### src/bp_core_pkg.sv
package bp_core_pkg;

    // Fixed by the ISA, all pcs and targets are byte addresses of this width
    localparam int ADDR_WIDTH = 32;

    // Program counter or branch target
    typedef logic [ADDR_WIDTH-1:0] addr_t;

    // Outcome of a branch, also used for the prediction of one
    typedef enum logic
    {
        NOT_TAKEN = 1'b0,
        TAKEN     = 1'b1
    } branch_outcome_e;

    // Byte distance from a branch to the instruction after its delay slot
    localparam addr_t DELAY_SLOT_STEP = 'd8;

    // Instructions are word aligned, so the two low pc bits carry no information
    localparam int PC_WORD_SHIFT = 2;

endpackage

### src/bp_pred_pkg.sv
package bp_pred_pkg;

    // Two-bit saturating counter of one table entry
    // Encoded in ascending order so the top bit is the prediction
    typedef enum logic [1:0]
    {
        STRONG_NT = 2'b00,
        WEAK_NT   = 2'b01,
        WEAK_T    = 2'b10,
        STRONG_T  = 2'b11
    } counter_state_e;

    // Every entry starts here, one taken update away from a taken prediction
    localparam counter_state_e COUNTER_INIT = WEAK_NT;

    // Table of 2**4 = 16 counters
    localparam int DEFAULT_INDEX_BITS = 4;

    // Width of the resolved-branch and misprediction counters
    localparam int DEFAULT_COUNT_WIDTH = 16;

endpackage

### src/bp_counter_table.sv
`timescale 1ns/1ps

module bp_counter_table #(
    parameter int INDEX_BITS = bp_pred_pkg::DEFAULT_INDEX_BITS
) (
    input  logic                         clk,
    input  logic                         rst_n,

    // Lookup from decode
    input  logic [INDEX_BITS-1:0]        i_rd_index,
    output bp_core_pkg::branch_outcome_e o_rd_prediction,

    // Training from execute
    input  logic                         i_wr_valid,
    input  logic [INDEX_BITS-1:0]        i_wr_index,
    input  bp_core_pkg::branch_outcome_e i_wr_outcome
);

    localparam int NUM_ENTRIES = 2 ** INDEX_BITS;

    bp_pred_pkg::counter_state_e counters_q [NUM_ENTRIES];

    bp_pred_pkg::counter_state_e rd_state;      // Entry seen by the lookup
    bp_pred_pkg::counter_state_e wr_state;      // Entry being trained
    bp_pred_pkg::counter_state_e wr_state_next; // Its value after this edge

    // One step toward strongly taken, holding at the top
    function automatic bp_pred_pkg::counter_state_e step_up(
        input bp_pred_pkg::counter_state_e state
    );
        bp_pred_pkg::counter_state_e next;
        case (state)
            bp_pred_pkg::STRONG_NT: next = bp_pred_pkg::WEAK_NT;
            bp_pred_pkg::WEAK_NT:   next = bp_pred_pkg::WEAK_T;
            bp_pred_pkg::WEAK_T:    next = bp_pred_pkg::STRONG_T;
            default:                next = bp_pred_pkg::STRONG_T;
        endcase
        return next;
    endfunction

    // One step toward strongly not taken, holding at the bottom
    function automatic bp_pred_pkg::counter_state_e step_down(
        input bp_pred_pkg::counter_state_e state
    );
        bp_pred_pkg::counter_state_e next;
        case (state)
            bp_pred_pkg::STRONG_T:  next = bp_pred_pkg::WEAK_T;
            bp_pred_pkg::WEAK_T:    next = bp_pred_pkg::WEAK_NT;
            bp_pred_pkg::WEAK_NT:   next = bp_pred_pkg::STRONG_NT;
            default:                next = bp_pred_pkg::STRONG_NT;
        endcase
        return next;
    endfunction

    // Next value of the trained entry
    always_comb
    begin
        wr_state = counters_q[i_wr_index];
        if (i_wr_outcome == bp_core_pkg::TAKEN)
        begin
            wr_state_next = step_up(wr_state);
        end
        else
        begin
            wr_state_next = step_down(wr_state);
        end
    end

    always_ff @(posedge clk)
    begin
        if (!rst_n)
        begin
            for (int i = 0; i < NUM_ENTRIES; i++)
            begin
                counters_q[i] <= bp_pred_pkg::COUNTER_INIT;
            end
        end
        else if (i_wr_valid)
        begin
            counters_q[i_wr_index] <= wr_state_next;
        end
    end

    // Read straight from the registers, so a write shows from the next cycle
    always_comb
    begin
        rd_state = counters_q[i_rd_index];
        if (rd_state[1])  // Upper half of the range
        begin
            o_rd_prediction = bp_core_pkg::TAKEN;
        end
        else
        begin
            o_rd_prediction = bp_core_pkg::NOT_TAKEN;
        end
    end

endmodule

### src/bp_stats.sv
`timescale 1ns/1ps

module bp_stats #(
    parameter int COUNT_WIDTH = bp_pred_pkg::DEFAULT_COUNT_WIDTH
) (
    input  logic                         clk,
    input  logic                         rst_n,

    // Feedback of one resolved conditional branch
    input  logic                         i_fb_valid,
    input  bp_core_pkg::branch_outcome_e i_fb_prediction,
    input  bp_core_pkg::branch_outcome_e i_fb_outcome,

    output logic [COUNT_WIDTH-1:0]       o_branch_count,
    output logic [COUNT_WIDTH-1:0]       o_mispredict_count
);

    typedef logic [COUNT_WIDTH-1:0] count_t;

    count_t branch_count_q;
    count_t mispredict_count_q;
    logic   mispredicted;

    // Add one unless already at all ones
    function automatic count_t sat_incr(input count_t value);
        count_t result;
        if (&value)
        begin
            result = value;
        end
        else
        begin
            result = value + count_t'(1);
        end
        return result;
    endfunction

    assign mispredicted = (i_fb_prediction != i_fb_outcome);

    always_ff @(posedge clk)
    begin
        if (!rst_n)
        begin
            branch_count_q     <= '0;
            mispredict_count_q <= '0;
        end
        else if (i_fb_valid)
        begin
            branch_count_q <= sat_incr(branch_count_q);
            if (mispredicted)
            begin
                mispredict_count_q <= sat_incr(mispredict_count_q);
            end
        end
    end

    assign o_branch_count     = branch_count_q;
    assign o_mispredict_count = mispredict_count_q;

endmodule

### src/branch_controller.sv
`timescale 1ns/1ps

module branch_controller #(
    parameter int INDEX_BITS  = bp_pred_pkg::DEFAULT_INDEX_BITS,
    parameter int COUNT_WIDTH = bp_pred_pkg::DEFAULT_COUNT_WIDTH
) (
    input  logic                         clk,
    input  logic                         rst_n,

    // Request from decode
    input  logic                         i_dec_valid,
    input  logic                         i_dec_is_jump,
    input  bp_core_pkg::addr_t           i_dec_pc,
    input  bp_core_pkg::addr_t           i_dec_target,
    output bp_core_pkg::branch_outcome_e o_dec_prediction,
    output bp_core_pkg::addr_t           o_dec_recovery_target,

    // Feedback from execute, conditional branches only
    input  logic                         i_ex_valid,
    input  bp_core_pkg::addr_t           i_ex_pc,
    input  bp_core_pkg::branch_outcome_e i_ex_prediction,
    input  bp_core_pkg::branch_outcome_e i_ex_outcome,

    // Statistics
    output logic [COUNT_WIDTH-1:0]       o_branch_count,
    output logic [COUNT_WIDTH-1:0]       o_mispredict_count
);

    localparam int INDEX_LSB = bp_core_pkg::PC_WORD_SHIFT;
    localparam int INDEX_MSB = INDEX_LSB + INDEX_BITS - 1;

    logic [INDEX_BITS-1:0]        dec_index;
    logic [INDEX_BITS-1:0]        ex_index;
    bp_core_pkg::branch_outcome_e table_prediction;

    // Word index bits of each pc select the counter
    assign dec_index = i_dec_pc[INDEX_MSB:INDEX_LSB];
    assign ex_index  = i_ex_pc[INDEX_MSB:INDEX_LSB];

    bp_counter_table #(
        .INDEX_BITS (INDEX_BITS)
    ) i_counter_table (
        .clk             (clk),
        .rst_n           (rst_n),
        .i_rd_index      (dec_index),
        .o_rd_prediction (table_prediction),
        .i_wr_valid      (i_ex_valid),
        .i_wr_index      (ex_index),
        .i_wr_outcome    (i_ex_outcome)
    );

    bp_stats #(
        .COUNT_WIDTH (COUNT_WIDTH)
    ) i_stats (
        .clk                (clk),
        .rst_n              (rst_n),
        .i_fb_valid         (i_ex_valid),
        .i_fb_prediction    (i_ex_prediction),
        .i_fb_outcome       (i_ex_outcome),
        .o_branch_count     (o_branch_count),
        .o_mispredict_count (o_mispredict_count)
    );

    always_comb
    begin
        if (!i_dec_valid)
        begin
            o_dec_prediction = bp_core_pkg::NOT_TAKEN;  // Nothing in decode
        end
        else if (i_dec_is_jump)
        begin
            o_dec_prediction = bp_core_pkg::TAKEN;      // Jumps always go
        end
        else
        begin
            o_dec_prediction = table_prediction;
        end

        // Fetch address if the prediction turns out wrong
        if (o_dec_prediction == bp_core_pkg::TAKEN)
        begin
            o_dec_recovery_target = i_dec_pc + bp_core_pkg::DELAY_SLOT_STEP;
        end
        else
        begin
            o_dec_recovery_target = i_dec_target;
        end
    end

endmodule

### config.mk
export PLATFORM = sky130hd
export DESIGN_NAME = branch_controller
export DESIGN_NICKNAME = d
export VERILOG_FILES = /design/src/bp_core_pkg.sv /design/src/bp_pred_pkg.sv /design/src/bp_counter_table.sv /design/src/bp_stats.sv /design/src/branch_controller.sv
export SDC_FILE = /design/constraint.sdc
export NUM_CORES = 1
export LEC_CHECK = 0
export BUFFER_PORTS_ARGS = -buffer_cell sky130_fd_sc_hd__buf_2
export CORE_ASPECT_RATIO = 2
export CORE_MARGIN = 2
export CORE_UTILIZATION = 44
export DETAILED_ROUTE_END_ITERATION = 8
export PLACE_DENSITY_LB_ADDON = 0.3
export SLEW_MARGIN = 10
export SYNTH_ARGS = -nofsm -noshare
export SYNTH_HDL_FRONTEND = slang
export SYNTH_SLANG_ARGS = --single-unit
export TNS_END_PERCENT = 50
### constraint.sdc
create_clock -name clk -period 1.85 [get_ports clk]
set_input_delay 0.2775 -clock clk [delete_from_list [all_inputs] [get_ports clk]]
set_output_delay 0.2775 -clock clk [all_outputs]
set_load 0.03 [all_outputs]
==> metrics <==
run status complete, but fails checks; failing checks setup timing; PwrDens approximately 700 nW/um2; synthesized area 4160 um2; number of global-route vias before repair 4510; initial core utilization 0.449; area of the multi-input gates slightly below 3000 um2; Synthesized Nets 575; CP endpoint kind output pin; die width ~73 um; Nets 773; most frequent cells in the layout buf_2 (106), buf_4 (71), nor2_1 (55); layout cells sized above 1 0.443; commonest non-fill, non-tap cell in the layout buf_2; final wirelength 13.8 mm; Final Power 4.51 mW; Inst Count DP 756; Layout Skew between 0.005 and 0.006 ns; Final setup viols 65; CTS buffer count 9; Tightest Hold Check Type in2reg; largest net degree at the start of global routing 20; Buffers on Ports 139; die area 10300 um2; Antenna Cells 0; Tcrit/Tclk final 1.40; filler cell count 692; Hold WS 0.328 ns; Fmax achieved 0.387 GHz; io pins 168; CP Class reg2out; Setup WS pre-CTS -0.558 ns; via count 4428; #FFs+latches synth 64; routed len/inst about 18 um; routability congestion estimate 0.865; Fin. Hold Viols 0; RSZ-0062 raised after global routing yes; fin cells approximately 780; antenna violations before repair 0; Post-DP Area 5710 um2; Tot GR Track Use 0.259; P_leak 2.53 nW; Worst Max-Slew Pin Slew 0.488 ns; Via density between 5 and 6; slack of the critical path -0.734 ns; post-synthesis cell count 469; Worst Path Arrival 2.31 ns; Crit path required time about 1.6 ns; Distinct cells, synth 46; Final Util 0.698; global route overflow 0; row cnt 50; Avg Inst Size Synth 8.86 um2; Slew HR 0.671; core box area 9260 um2; max cap viols 0; Max Slew Vio Count 0; accumulated negative setup slack -27.14 ns; CTS H-tree lvls 3; register area 1600 um2; Initial DRC Count about 180; Period minus WS final 2.58 ns; TritonCTS clock tree built; clk buf depth 2; router iterations before antenna repair 4; Seq/Total Area, Yosys 0.385; YS warnings 0; Die Height 141 um; clock-pin slew on the worst setup and hold paths 0.05 ns; ANT nets after route 0; first-pass GRT wire length 20.5 mm; Layout area overhead 55.6%; hpwl dp 9.86 mm; IR drop worst, VDD 0.000871 V; Clock Latency Late Sink ~0.33 ns; post-layout instance area 6460 um2; CP Launch Type flop; DRC errors left 0; Crit Path Max Fanout 18; clk sink count 64; Root Buffer clkbuf_16
[cell usage after synthesis (all sizes together)]
library cell | instances | share of area
and3 | 8 | 0.012
o21ai | 8 | 0.0096
xnor2 | 23 | 0.048
edfxtp | 32 | 0.23
nand4 | 18 | 0.027
dfxtp | 32 | 0.15
a221oi | 1 | 0.0063
mux2 | 4 | 0.011
nor4 | 7 | 0.011
nor3 | 16 | 0.019
a211oi | 1 | 0.0018
o41ai | 1 | 0.0021
xor2 | 27 | 0.057
nor4b | 1 | 0.0021
or2 | 1 | 0.0015
o211ai | 4 | 0.0072
maj3 | 2 | 0.0066
nor2 | 80 | 0.073
mux4 | 12 | 0.071
o21bai | 1 | 0.0018
mux2i | 4 | 0.0096
o2111ai | 2 | 0.0042
and4b | 1 | 0.0024
and2 | 3 | 0.0045
a31oi | 2 | 0.0030
nor2b | 3 | 0.0045
or3 | 2 | 0.0030
inv | 9 | 0.0081
nand3 | 39 | 0.047
nand2 | 54 | 0.049
o21a | 1 | 0.0018
nor3b | 4 | 0.0072
buf | 13 | 0.026
and4 | 8 | 0.017
o311ai | 1 | 0.0021
a22o | 2 | 0.0042
clkbuf | 11 | 0.010
ha | 3 | 0.0090
a21oi | 28 | 0.034
[path summary, 6_finish.rpt]
kind         slack [ns]                                            from  cells after the start                                        endpoint
min                0.33                                           rst_n                      3          i_stats.o_branch_count[1]$_SDFFE_PN0P_
min reg2reg        0.52          i_stats.o_branch_count[5]$_SDFFE_PN0P_                      1          i_stats.o_branch_count[5]$_SDFFE_PN0P_
max               -0.73  i_counter_table.counters_q[2][1]$_SDFFCE_PN0P_                      7                       o_dec_recovery_target[21]
max reg2reg       -0.19  i_counter_table.counters_q[9][1]$_SDFFCE_PN0P_                      5  i_counter_table.counters_q[7][0]$_SDFFCE_PN1P_
[critical path, stage by stage, from the launching register on]
cell	delay, ns
edfxtp_1	0.45
mux4_2	0.53
mux2i_4	0.18
a221oi_4	0.10
buf_12	0.16
buf_6	0.21
a21oi_4	0.19
buf_6	0.14
[routing by layer]
layer / global-route usage / vias to the layer above / wire length (um)
met5: 0 / - / 0
met4: 0.172 / 0 / 712
met3: 0.0455 / 54 / 817
met2: 0.507 / 194 / 7760
met1: 0.222 / 2086 / 4490
li1: - / 2094 / -
[state kept, by name (all words and copies together) (netlist names)]
register / flops
i_stats.o_mispredict_count: 16
i_stats.o_branch_count: 16
i_counter_table.counters_q: 32
[cell type report]
class                   count  share of cell area
multi-input cells         373               0.449
inverters                   9             0.00523
flip-flops and latches     64               0.248
clock inverters             4              0.0106
well taps                 104              0.0201
clock buffers              12              0.0381
repair buffers            210               0.229
[cells by family after synthesis]
| logic type | Yosys count | synth area share |
|---|---|---|
| xor+xnor | 50 | 0.105 |
| buf+inv | 33 | 0.0440 |
| simple gates | 245 | 0.280 |
| fa+ha+maj | 5 | 0.0157 |
| compound gates | 52 | 0.0780 |
| mux | 20 | 0.0918 |
| flops | 64 | 0.385 |
[what timing repair did]
action / 4_1_cts / 5_1_grt
endpoints found under the setup margin: 65 / 69
pin swaps: 2 / 8
resized for setup: 90 / 28
endpoints found under the hold margin: 0 / 0
buffers inserted: 1 / 4
hold buffers: 0 / 0
gates cloned: 1 / 1
[power by group]
group	internal [mW]	switching, mW	total (mW)
Combinational	0.509	0.672	1.18
Clock	1.21	0.580	1.79
Sequential	1.52	0.0228	1.54
Total	3.24	1.27	4.51
No activity file was read; power rests on OpenSTA's default activity.
